<file path="src/hw/mtcore_defines.svh">
// mtcore configuration macros for thread count, register file size and memory depth
`ifndef MTCORE_DEFINES_SVH
`define MTCORE_DEFINES_SVH

// hardware threads sharing the pipeline
`define MT_THREADS 8

// architectural registers per thread with r0 reading as zero
`define MT_REGS 32

// data path and instruction word width
`define MT_XLEN 32

// instruction memory depth in 32-bit words
`define MT_IMEM_WORDS 256

`endif

</file>
<file path="src/hw/mtcore_pkg.sv">
// mtcore shared types: opcodes, alu operations and the records passed between stages
`default_nettype none

`include "mtcore_defines.svh"

package mtcore_pkg;

    // opcode in ins[31:26] where any unlisted value is invalid
    typedef enum logic [5:0] {
        OP_NOP   = 6'd0,
        OP_ADD   = 6'd1,
        OP_SUB   = 6'd2,
        OP_AND   = 6'd3,
        OP_OR    = 6'd4,
        OP_XOR   = 6'd5,
        OP_ADDI  = 6'd6,
        OP_LUI   = 6'd7,
        OP_SPAWN = 6'd8,
        OP_HALT  = 6'd9
    } opcode_e;

    typedef enum logic [2:0] {
        ALU_ADD,
        ALU_SUB,
        ALU_AND,
        ALU_OR,
        ALU_XOR,
        ALU_LUI
    } alu_op_e;

    // ########################################
    // stage records

    typedef struct packed {
        logic                             valid;
        logic [$clog2(`MT_THREADS)-1:0]   tid;
        logic [`MT_XLEN-1:0]              pc;
        logic [`MT_XLEN-1:0]              ins;
    } fetch_item_t;

    typedef struct packed {
        logic                             valid;
        logic [$clog2(`MT_THREADS)-1:0]   tid;
        logic [`MT_XLEN-1:0]              pc;
        logic [`MT_XLEN-1:0]              ins;
        logic [`MT_XLEN-1:0]              op_a;
        logic [`MT_XLEN-1:0]              op_b;
        logic [$clog2(`MT_REGS)-1:0]      rd;
        alu_op_e                          alu_op;
        logic [15:0]                      imm;
        logic                             i_type;
        logic                             wr_en;
    } dec_item_t;

    typedef struct packed {
        logic                             valid;
        logic [$clog2(`MT_THREADS)-1:0]   tid;
        logic [`MT_XLEN-1:0]              pc;
        logic [`MT_XLEN-1:0]              ins;
        logic [$clog2(`MT_REGS)-1:0]      rd;
        logic                             wr_en;
        logic [`MT_XLEN-1:0]              data;
    } wb_item_t;

    // spawn and halt requests from decode
    typedef struct packed {
        logic                             spawn;
        logic                             halt;
        logic [$clog2(`MT_THREADS)-1:0]   tid;
        logic [`MT_XLEN-1:0]              start_pc;
    } thread_ctrl_t;

endpackage

`default_nettype wire

</file>
<file path="src/hw/execute.sv">
// execute: ALU, register file write record and the registered writeback record
`default_nettype none

`include "mtcore_defines.svh"

module execute import mtcore_pkg::*; (
    input  wire logic          clk,
    input  wire logic          rst_n,
    input  wire dec_item_t     dec_item,
    output wb_item_t           wr_item,
    output wb_item_t           wb_item
);

    logic [`MT_XLEN-1:0]  imm_sx;
    logic [`MT_XLEN-1:0]  opnd_b;
    logic [`MT_XLEN-1:0]  result;

    assign imm_sx = {{(`MT_XLEN-16){dec_item.imm[15]}}, dec_item.imm};
    assign opnd_b = dec_item.i_type ? imm_sx : dec_item.op_b;

    always_comb begin
        case (dec_item.alu_op)
            ALU_ADD: result = dec_item.op_a + opnd_b;
            ALU_SUB: result = dec_item.op_a - opnd_b;
            ALU_AND: result = dec_item.op_a & opnd_b;
            ALU_OR:  result = dec_item.op_a | opnd_b;
            ALU_XOR: result = dec_item.op_a ^ opnd_b;
            ALU_LUI: result = `MT_XLEN'({dec_item.imm, 16'h0000});
            default: result = '0;
        endcase
    end

    // the register file takes this record in the same cycle and bypasses it to the decode reads
    always_comb begin
        wr_item.valid = dec_item.valid;
        wr_item.tid   = dec_item.tid;
        wr_item.pc    = dec_item.pc;
        wr_item.ins   = dec_item.ins;
        wr_item.rd    = dec_item.rd;
        wr_item.wr_en = dec_item.valid & dec_item.wr_en;
        wr_item.data  = result;
    end

    always_ff @(posedge clk or negedge rst_n) begin
        if (!rst_n) begin
            wb_item <= '0;
        end else begin
            wb_item <= wr_item;
        end
    end

endmodule

`default_nettype wire

</file>
<file path="config.mk">
export PLATFORM = sky130hd
export DESIGN_NAME = execute
export DESIGN_NICKNAME = d
export VERILOG_FILES = /design/src/hw/mtcore_pkg.sv /design/src/hw/execute.sv
export VERILOG_INCLUDE_DIRS = /design/src /design/src/hw
export SDC_FILE = /design/constraint.sdc
export NUM_CORES = 1
export LEC_CHECK = 0
export BUFFER_PORTS_ARGS = -buffer_cell sky130_fd_sc_hd__buf_4
export CORE_ASPECT_RATIO = 1.1
export CORE_MARGIN = 2
export CORE_UTILIZATION = 41
export DETAILED_ROUTE_END_ITERATION = 8
export MAX_ROUTING_LAYER = met4
export PLACE_DENSITY = 0.72
export REMOVE_ABC_BUFFERS = 1
export SYNTH_ARGS = -nofsm -noshare
export SYNTH_HDL_FRONTEND = slang
export SYNTH_SLANG_ARGS = --single-unit
</file>
<file path="constraint.sdc">
create_clock -name clk -period 13.4 [get_ports clk]
set_clock_uncertainty 0.15 [all_clocks]
set_input_delay 0.67 -clock clk [delete_from_list [all_inputs] [get_ports clk]]
set_output_delay 0.67 -clock clk [all_outputs]
set_load 0.1 [all_outputs]
</file>
==> summary.txt, run 1 <==
Floorplan
  • FP Rows: 53
  • I/O pin count: 372
  • Initial core utilization: a little over two fifths
  • Die Wd: ~140 um
  • Die H: 151.1 um

Yosys
  • Yosys top cell area share: 32.89%
  • Synth Cell Area: 8065 um2
  • Synthesized instance count: 896
  • Post-synthesis sequential area ratio: 32.89%
  • Area leader, netlist: dfrtp_1
  • Top_reg_cell synth: dfrtp_1
  • Share of async-settable or async-resettable flops after synthesis: 100.0%
  • Yosys reg bits: 106
  • Ys Warns: 0
  • Top cells by area, synth: dfrtp_1, ha_1, buf_4
  • Number of synthesized flops with an enable pin: 0
  • Mean Syn Cell Area: 9.001 um2
  • Post-synthesis cell type count: 74

Placed design
  • DP Wirelength: 26900 um
  • Pre-CTS setup slack: 6471 ps
  • Port Buffers: 371
  • Placed insts: about 1400
  • GPL Wtd Cong: 0.9975

Status
  • Status: aborted with a tool error
  • Failed at: detailed routing
  • Error: [ERROR DRT-0255] Maze Route cannot find path of net clk in worker of routeBox ( 96600 96600 ) ( 137725 151100 ).

Clocking
  • CTS root buf: clkbuf_16
  • CTS H-tree depth: 3
  • Max clock buf depth: 2
  • Post-CTS setup buffer count: 0
  • Post-CTS Hold Fix Bufs: 0
  • Clock sinks: 106
  • CTS resizes: 0
  • Clock buffer count from CTS: 9

Global route
  • Initial antenna violation count: 0
  • First-pass GRT wire length: about 47000 um
  • Largest net degree at the start of global routing: between 60 and 70
  • Overall routing resource usage: 31.36%
  • Vias in the first global route: roughly 7600
  • GR Overflow Total: 0
[routing by layer]
| metal | track usage (%) |
|---|---|
| met3 | 7.530 |
| met5 | - |
| met4 | 10.10 |
| met2 | 49.58 |
| met1 | 39.68 |
[per-stage QoR]
stage	cell area [um2]	util, %
floorplan	7368	-
global placement	10490	54.53
detailed placement	10490	54.53
CTS	10770	56.02
global route	10770	56.02
[cell usage after synthesis, types with 3 or more instances]
master / number
nand2b_1: 7
clkbuf_1: 31
o31ai_1: 6
ha_1: 96
o21a_1: 4
nand4_1: 4
nor2b_1: 9
dfrtp_1: 106
a221oi_1: 3
mux2i_1: 21
and3_1: 8
and2_1: 3
xnor2_1: 43
o21bai_1: 6
a22oi_1: 14
nor4_1: 3
inv_1: 74
nor2_1: 55
nand3_1: 12
o211ai_1: 5
a32oi_1: 5
buf_1: 3
o221ai_1: 11
buf_4: 73
a211oi_1: 9
a31oi_1: 9
nor3b_1: 3
o31a_1: 3
xor2_1: 9
nand2_1: 62
a21o_1: 16
o21ai_0: 53
a21oi_1: 69
nor3_1: 13
[cells by family after synthesis]
family                   after synthesis  share of synthesized area [%]
AO/OA/AOI/OAI                        240                          19.69
flip-flops                           106                          32.89
buffers and inverters                184                          12.09
AND/OR/NAND/NOR                      194                          11.57
multiplexers                          22                          2.777
adder cells (fa/ha/maj)               97                          15.14
XOR/XNOR                              53                          5.849
==> inputs of run 2 (changes only) <==
CORE_ASPECT_RATIO = unset   (was 1.1)
CORE_UTILIZATION = 26   (was 41)
MAX_ROUTING_LAYER = unset   (was met4)
PLACE_DENSITY = unset   (was 0.72)
PLACE_DENSITY_LB_ADDON = 0.15   (was unset)
==> run 2 against run 1 <==
Net effect:
- synthesized area is the same
- the run now ends clean
- synthesized cell count is the same
- global-route usage shrank 12 points
==> summary.txt, run 2 <==
Floorplan
  • Core area: 30590 um2
  • Die Wd: 180.1 um (+31%)
  • Die H: 180.1 um (+19%)
  • I/O pin count: 372 (unchanged)
  • Initial core utilization: 26.37% (-16 points)
  • FP Rows: 64 (+21%)
  • Die area: 32450 um2

Setup path
  • Worst setup EP type: output pin
  • Crit Path Category: in -> out
  • Crit path launch type: input pin
  • Worst endpoint required time: between 10000 and 15000 ps
  • Critical path fanouts, max: 39
  • Worst Path Arrival: ~6200 ps

Detailed routing
  • Total wire length: ~33000 um
  • Via density: 4.758
  • # DRC: 0
  • Wirelength per Cell: roughly 21 um
  • Drt pass-1 iters: 4
  • Via count: 7494
  • ANT nets after route: 0
  • DRT iter0 DRCs: around 420

STA
  • Max Slew Vio Count: 0
  • Final Critical Period: 6971 ps
  • Worst rel slew slack: 18.71%
  • Unrepaired setup endpoints after global routing: no
  • Worst Max-Slew Pin Slew: 1214 ps
  • Peak Freq: 143.5 MHz
  • Final setup vio count: 0
  • Post-Route Setup TNS: 0 ps
  • Final Hold Fails: 0
  • Fin Hold WS: 141.7 ps
  • Period utilization: 52.02%
  • Final setup margin: 6429 ps

Yosys
  • Synthesized instance count: 896 (unchanged)
  • Number of synthesized flops with an enable pin: 0 (unchanged)
  • Top cells by area, synth: dfrtp_1, ha_1, buf_4
  • Mean Syn Cell Area: 9.001 um2 (unchanged)
  • Synth Cell Area: 8065 um2 (unchanged)
  • Yosys top cell area share: 32.89% (unchanged)
  • Yosys reg bits: 106 (unchanged)
  • Post-synthesis cell type count: 74 (unchanged)
  • Count leader, synth: dfrtp_1
  • Area leader, netlist: dfrtp_1
  • Share of async-settable or async-resettable flops after synthesis: 100.0% (unchanged)
  • Top_reg_cell synth: dfrtp_1
  • Post-synthesis sequential area ratio: 32.89% (unchanged)
  • Ys Warns: 0 (unchanged)
  • Commonest cells post-synth: dfrtp_1, ha_1, inv_1, buf_4, a21oi_1

Power
  • P per Cell Area: approximately 130 nW/um2
  • Leakage Power: 5.499 nW
  • Maximum VDD drop: 0.05620 mV
  • Pwr Total: ~1.4 mW

Clocking
  • Clock buffer count from CTS: 9 (unchanged)
  • CTS H-tree depth: 3 (unchanged)
  • Clock transition at path regs: 90 ps
  • Post-CTS Hold Fix Bufs: 0 (unchanged)
  • Post-CTS setup buffer count: 0 (unchanged)
  • Clock sinks: 106 (unchanged)
  • CTS root buf: clkbuf_16
  • Max clock buf depth: 2 (unchanged)
  • TritonCTS clock tree: built
  • CTS resizes: 0 (unchanged)

Global route
  • GR Overflow Total: 0 (unchanged)
  • Initial antenna violation count: 2 (+2)
  • Largest net degree at the start of global routing: 65 (-5.8%)
  • Vias in the first global route: 7496 (-0.73%)
  • First-pass GRT wire length: 48530 um (+4.1%)
  • Overall routing resource usage: 19.85% (-12 points)

Final layout
  • Fin area: 10970 um2
  • Sequential cell area: 2653 um2
  • Core Util, Final: between 30% and 40%
  • Layout cells sized above 1: 34.58%
  • Max reg flops: 106
  • Area grow syn2layout: 36.05%
  • Fill count: around 3200
  • Commonest non-fill, non-tap cell in the layout: buf_4
  • Largest Register: wb_item
  • Commonest cells after routing, fill and taps aside: buf_4, dfrtp_1, ha_1
  • Non-Filler Instances: 1575
  • Nets: 1429
  • Largest regs: wb_item: 106 flops
  • Multi-input logic area: 4441 um2

Status
  • Status: finished clean

Run
  • Max-cap violations: 0

Placed design
  • Area after DPL: 10680 um2 (+1.8%)
  • Pre-CTS setup slack: 6473 ps (+2.430 ps)
  • DP Wirelength: 26880 um (about the same)
  • Placed insts: 1557 (+11%)
  • GPL Wtd Cong: 0.8775 (-12%)
  • Port Buffers: 371 (unchanged)

Worst hold path
  • Worst min path class: in -> async
run 2: power breakdown:
part	internal (mW)	switching (mW)	total [mW]	leakage, nW
registers	0.346	0.00754	0.354	1.27
clock network	0.131	0.142	0.274	0.142
logic	0.196	0.621	0.817	4.09
run 2: worst paths after layout:
path,start,endpoint,slack [ps]
worst max-delay path,dec_item[1],wr_item[26],6430
min in group clk,dec_item[115],wb_item[63],260
worst min-delay path,rst_n,wb_item[19],140
max in group asynchronous,rst_n,wb_item[27],11620
run 2: cells by family after synthesis:
kind of cell	count (synthesis)	synth area share, %
simple gates	194	11.57
xor+xnor	53	5.849
mux	22	2.777
compound gates	240	19.69
flops	106	32.89
fa+ha+maj	97	15.14
buf+inv	184	12.09
run 2: metal layers:
metal	vias to the layer above	part of all wire (%)	global-route usage, %
li1	3604	-	-
met1	3547	42	24.65
met2	297	48	33.75
met3	46	6.6	4.426
met4	0	3.1	7.194
met5	-	0	0
run 2: final cells by class:
type	count	share of cell area, %
Clock buffer	10	2.087
Tap cell	396	4.515
Antenna cell	2	0.04561
Clock inverter	6	0.5245
Timing Repair Buffer	375	25.66
Inverter	74	2.531
Sequential cell	106	24.17
Multi-Input combinational cell	606	40.47
run 2: worst max-delay path, cell delays in order:
cell	delay, ps
buf_4	420
inv_1	490
o41ai_2	470
or3b_4	450
nor3_1	540
nor2_1	140
xnor2_1	170
ha_1	370
a21o_1	190
a21oi_1	140
nor2b_1	70
o41a_1	320
a41oi_1	470
o21ai_0	390
a41o_1	330
o311ai_1	130
buf_4	370
Note: power is estimated with default switching activity, not from simulation.
==> inputs of run 3 (changes only) <==
clock period = 6.3 ns   (was 13.4 ns; I/O delays follow)
==> run 3 against run 2 <==
Net effect:
- global-route usage is 0.61 points higher
- wire length rose by 2.2%
- non-clock buffer count up 86
- via count is 5.9% higher
- largest cell class unchanged
- clock-buffer cell count is the same
- largest power group unchanged
==> summary.txt, run 3 (same netlist as run 2, synthesis figures left out) <==
Status
  • Status: finished clean

Detailed routing
  • ANT nets after route: 0 (unchanged)
  • Via count: 7933 (+5.9%)
  • Drt pass-1 iters: 5 (+1)
  • Wirelength per Cell: 20.41 um (-3.0%)
  • Total wire length: 33890 um (+2.2%)
  • # DRC: 0 (unchanged)
  • DRT iter0 DRCs: 490 (+17%)
  • Via density: 4.779 (+0.44%)

Setup path
  • Crit Path Category: in -> out
  • Worst Path Arrival: 5080 ps (-1070 ps)
  • Critical path fanouts, max: 27 (-31%)
  • Crit path launch type: input pin
  • Worst setup EP type: output pin
  • Worst endpoint required time: 5830 ps (-6750 ps)

Placed design
  • Area after DPL: 10770 um2 (+0.84%)
  • Port Buffers: 371 (unchanged)
  • Pre-CTS setup slack: 748.3 ps (-5725 ps)
  • GPL Wtd Cong: 0.9025 (+2.8%)
  • DP Wirelength: 27320 um (+1.6%)

STA
  • Unrepaired setup endpoints after global routing: no
  • Final Critical Period: approximately 5500 ps
  • Peak Freq: 180.4 MHz
  • Final setup vio count: 0 (unchanged)
  • Worst rel slew slack: 27.48% (+8.8 points)
  • Final setup margin: 756.6 ps (-5673 ps)
  • Max Slew Vio Count: 0 (unchanged)
  • Worst Max-Slew Pin Slew: 1084 ps (-130.0 ps)
  • Final Hold Fails: 0 (unchanged)
  • Period utilization: a little under 90%

Clocking
  • Clock sinks: 106 (unchanged)
  • TritonCTS clock tree: built
  • CTS root buf: clkbuf_16
  • Max clock buf depth: 2 (unchanged)
  • CTS H-tree depth: 3 (unchanged)
  • CTS resizes: 0 (unchanged)
  • Clock transition at path regs: 80 ps (about the same)
  • Clock buffer count from CTS: 9 (unchanged)

Power
  • P per Cell Area: 263.9 nW/um2 (+100%)
  • Maximum VDD drop: 0.1329 mV (+140%)
  • Pwr Total: 3.114 mW (+120%)
  • Leakage Power: 5.867 nW (+6.7%)

Global route
  • Largest net degree at the start of global routing: 66 (+1.5%)
  • Initial antenna violation count: 2 (unchanged)
  • First-pass GRT wire length: 50410 um (+3.9%)
  • Overall routing resource usage: 20.46% (+0.61 points)
  • Vias in the first global route: 8047 (+7.4%)
  • GR Overflow Total: 0 (unchanged)

Final layout
  • Commonest cells after routing, fill and taps aside: buf_4, dfrtp_1, ha_1
  • Largest regs: wb_item: 106 flops
  • Commonest non-fill, non-tap cell in the layout: buf_4
  • Fin area: 11800 um2 (+7.5%)
  • Max reg flops: 106 (unchanged)
  • Layout cells sized above 1: 33.17% (-1.4 points)
  • Area grow syn2layout: 46.32%
  • Nets: 1515 (+6.0%)
  • Largest Register: wb_item

Floorplan
  • I/O pin count: 372 (unchanged)
  • Die area: 32450 um2 (unchanged)
  • Initial core utilization: 26.37% (unchanged)
  • Core area: 30590 um2 (unchanged)
  • Die Wd: 180.1 um (unchanged)
  • Die H: 180.1 um (unchanged)
  • FP Rows: 64 (unchanged)

Worst hold path
  • Worst min path class: in -> reg
  • Hold path cells: 2

Run
  • Max-cap violations: 0 (unchanged)
## run 3: path summary, 6_finish.rpt
check | start | to | slack (ps)
max in group asynchronous | rst_n | wb_item[59] | 4330
min in group asynchronous | rst_n | wb_item[19] | 330
hold / removal | dec_item[0] | wb_item[32] | 70
setup / recovery | dec_item[1] | wr_item[31] | 760
## run 3: routing by layer
layer | global-route usage, % | vias up | share of wire [%]
met5 | 0 | - | 0.083
met1 | 24.60 | 3730 | 41
met4 | 6.581 | 4 | 2.9
li1 | - | 3794 | -
met3 | 4.466 | 46 | 7.4
met2 | 36.23 | 359 | 49
## run 3: area by class of cell
cell class                 instances  area (um2)
inverter                          74       277.8
multi-input combinational        606        4441
timing repair buffer             461        3646
antenna                            1       2.502
fill                            3164       18790
clock inverter                     6       57.56
tap                              396       495.5
sequential                       106        2653
clock buffer                      10       229.0
## run 3: worst max-delay path, cell delays in order
cell and delay (ps):
buf_4 330, mux2i_1 500, o211ai_2 200, nor2_1 220, nand2_1 90, or3_1 390
o31ai_1 310, xnor2_1 110, ha_1 390, a21o_1 230, a21o_1 190, a2111oi_0 440
o211ai_1 210, nand2_1 170, o21ai_0 150, xnor2_1 150, o21ai_1 300, buf_4 360
## run 3: where the power goes
| group | total, mW | switching [mW] | internal [mW] |
|---|---|---|---|
| Clock | 0.574 | 0.295 | 0.279 |
| Sequential | 0.752 | 0.0157 | 0.736 |
| Combinational | 1.79 | 1.33 | 0.455 |
## run 3: timing repair
item                                   CTS  global route
endpoints found under the hold margin  114             0
hold buffers                            74             0
setup buffers                            0             0
## run 3: metrics by stage
| stage | hold WS [ps] | setup TNS, ps | utilization, % | instances |
|---|---|---|---|---|
| 2_1_floorplan | -130.6 | -63.69 | - | 786 |
| 3_3_place_gp | 238.0 | 0 | 35.21 | 1569 |
| 3_5_place_dp | 234.0 | 0 | 35.21 | 1569 |
| 4_1_cts | 48.69 | 0 | 38.57 | 1659 |
| 5_1_grt | 70.10 | 0 | 38.57 | 1659 |
| 6_report | 67.37 | 0 | 38.58 | 1660 |
==> inputs of run 4 (changes only) <==
GPL_ROUTABILITY_DRIVEN = 0   (was unset)
PLACE_DENSITY = 0.61   (was unset)
PLACE_DENSITY_LB_ADDON = unset   (was 0.15)
==> run 4 against run 3 <==
Net effect:
- wire length is 0.56% lower
- largest power group unchanged
- first-iteration DRC count is 3.5% higher
- sequential cell count stayed put
==> summary.txt, run 4 (same netlist as run 2, synthesis figures left out) <==
Status
  • Status: finished clean

Final layout
  • Non-Filler Instances: 1656 (-0.24%)
  • Commonest cells after routing, fill and taps aside: buf_4, dfrtp_1, ha_1
  • Multi-input logic area: 4441 um2 (unchanged)
  • Fill count: 3066 (-3.1%)
  • Nets: 1509 (-0.40%)
  • Largest Register: wb_item
  • Max reg flops: 106 (unchanged)
  • Sequential cell area: 2653 um2 (unchanged)
  • Commonest non-fill, non-tap cell in the layout: buf_4
  • Area grow syn2layout: 45.81%
  • Layout cells sized above 1: 32.94% (-0.24 points)
  • Fin area: 11760 um2 (-0.35%)
  • Largest regs: wb_item: 106 flops

Detailed routing
  • Via density: 4.889 (+2.3%)
  • Via count: 8096 (+2.1%)
  • ANT nets after route: 0 (unchanged)
  • # DRC: 0 (unchanged)
  • Drt pass-1 iters: 5 (unchanged)
  • DRT iter0 DRCs: 507 (+3.5%)
  • Wirelength per Cell: 20.35 um (-0.32%)
  • Total wire length: 33700 um (-0.56%)

STA
  • Post-Route Setup TNS: 0 ps (unchanged)
  • Final setup vio count: 0 (unchanged)
  • Final Hold Fails: 0 (unchanged)
  • Max Slew Vio Count: 0 (unchanged)
  • Period utilization: 90.35% (+2.4 points)
  • Peak Freq: 175.7 MHz (-2.6%)
  • Final Critical Period: 5692 ps (+148.5 ps)
  • Worst rel slew slack: 15.66% (-12 points)
  • Unrepaired setup endpoints after global routing: no
  • Worst Max-Slew Pin Slew: 1265 ps (+181.3 ps)

Global route
  • GR Overflow Total: 0 (unchanged)
  • Overall routing resource usage: 20.17% (-0.29 points)
  • Largest net degree at the start of global routing: 67 (+1.5%)
  • Initial antenna violation count: 8 (+6)
  • Vias in the first global route: 8052 (+0.062%)
  • First-pass GRT wire length: 49650 um (-1.5%)

Floorplan
  • FP Rows: 64 (unchanged)
  • Die area: 32450 um2 (unchanged)
  • Initial core utilization: 26.37% (unchanged)
  • Die H: 180.1 um (unchanged)
  • Die Wd: 180.1 um (unchanged)
  • I/O pin count: 372 (unchanged)
  • Core area: 30590 um2 (unchanged)

Clocking
  • TritonCTS clock tree: built
  • CTS root buf: clkbuf_16
  • Post-CTS setup buffer count: 0 (unchanged)
  • Clock transition at path regs: 80 ps (about the same)
  • Clock sinks: 106 (unchanged)
  • CTS H-tree depth: 3 (unchanged)
  • Clock buffer count from CTS: 9 (unchanged)
  • Max clock buf depth: 2 (unchanged)

Power
  • Leakage Power: 5.832 nW (-0.59%)
  • Pwr Total: 3.097 mW (-0.56%)
  • P per Cell Area: 263.3 nW/um2 (-0.21%)
  • Maximum VDD drop: 0.1377 mV (+3.6%)

Run
  • Max-cap violations: 0 (unchanged)

Setup path
  • Critical path's slowest cell: o21ai_0
  • Worst endpoint required time: 5830 ps (about the same)
  • Critical path fanouts, max: 39 (+44%)
  • Worst setup EP type: output pin
  • Crit path launch type: input pin
  • Worst Path Arrival: 5230 ps (+150 ps)
  • Max incr delay on CP: 630 ps (+130 ps)
  • Most frequent CP cell: nor2_1
  • Bufs and invs on worst path: 2 (unchanged)
  • Crit Path Category: in -> out
  • Worst-path cell chain: buf_4 > mux2i_1 > o211ai_2 > nor2_1 > nand2_1 > or3_1 > nor2_1 > nor2_1 > xnor2_1 > ha_1 > and3_1 > a22oi_1 > o21ai_1 > a41oi_1 > o21ai_0 > nand4_1 > o311ai_1 > buf_4
  • CP top delay family: compound AO/OA/AOI/OAI gates

Placed design
  • Area after DPL: 10730 um2 (-0.42%)
  • Placed insts: 1563 (-0.38%)
  • Port Buffers: 371 (unchanged)
  • DP Wirelength: 26660 um (-2.4%)

Worst hold path
  • Worst min path class: in -> reg
-- run 4: per-layer routing --
metal,GRT usage [%],share of wire [%],vias to the layer above
li1,-,-,3780
met3,6.993,8.6,66
met2,34.88,49,388
met1,22.47,38,3852
met5,0,0.21,-
met4,8.677,3.7,10
-- run 4: final timing paths --
check / endpoint / slack [ps] / cells after the start / startpoint
min in group asynchronous: wb_item[104] / 340 / 2 / rst_n
worst min-delay path: wb_item[32] / 60 / 2 / dec_item[0]
max in group asynchronous: wb_item[7] / 4430 / 3 / rst_n
worst max-delay path: wr_item[26] / 610 / 18 / dec_item[1]
-- run 4: power by group --
part | internal, mW | switching, mW | total (mW)
Combinational | 0.451 | 1.33 | 1.78
Clock | 0.275 | 0.291 | 0.566
Sequential | 0.736 | 0.0158 | 0.752
Total | 1.46 | 1.63 | 3.10
-- run 4: area by class of cell --
type / instances / share of cell area [%]
multi-input combinational: 606 / 37.76
timing repair buffer: 455 / 30.62
inverter: 74 / 2.362
sequential: 106 / 22.56
tap: 396 / 4.213
antenna: 3 / 0.06384
clock buffer: 9 / 1.915
clock inverter: 7 / 0.5107
-- run 4: through the flow --
stage	worst slack, ps	hold slack [ps]	utilization [%]
after floorplan	-57.16	-130.6	-
after global placement	805.1	233.8	35.07
after detailed placement	681.1	238.3	35.07
after CTS	667.3	32.33	38.42
after global routing	82.16	41.49	38.44
final	608.1	60.41	38.44
-- run 4: timing repair --
action                                  in CTS  in global routing
hold endpoints to repair                   117                  0
hold buffers                                74                  0
resized for setup                            0                  0
endpoints found under the setup margin       0                  0
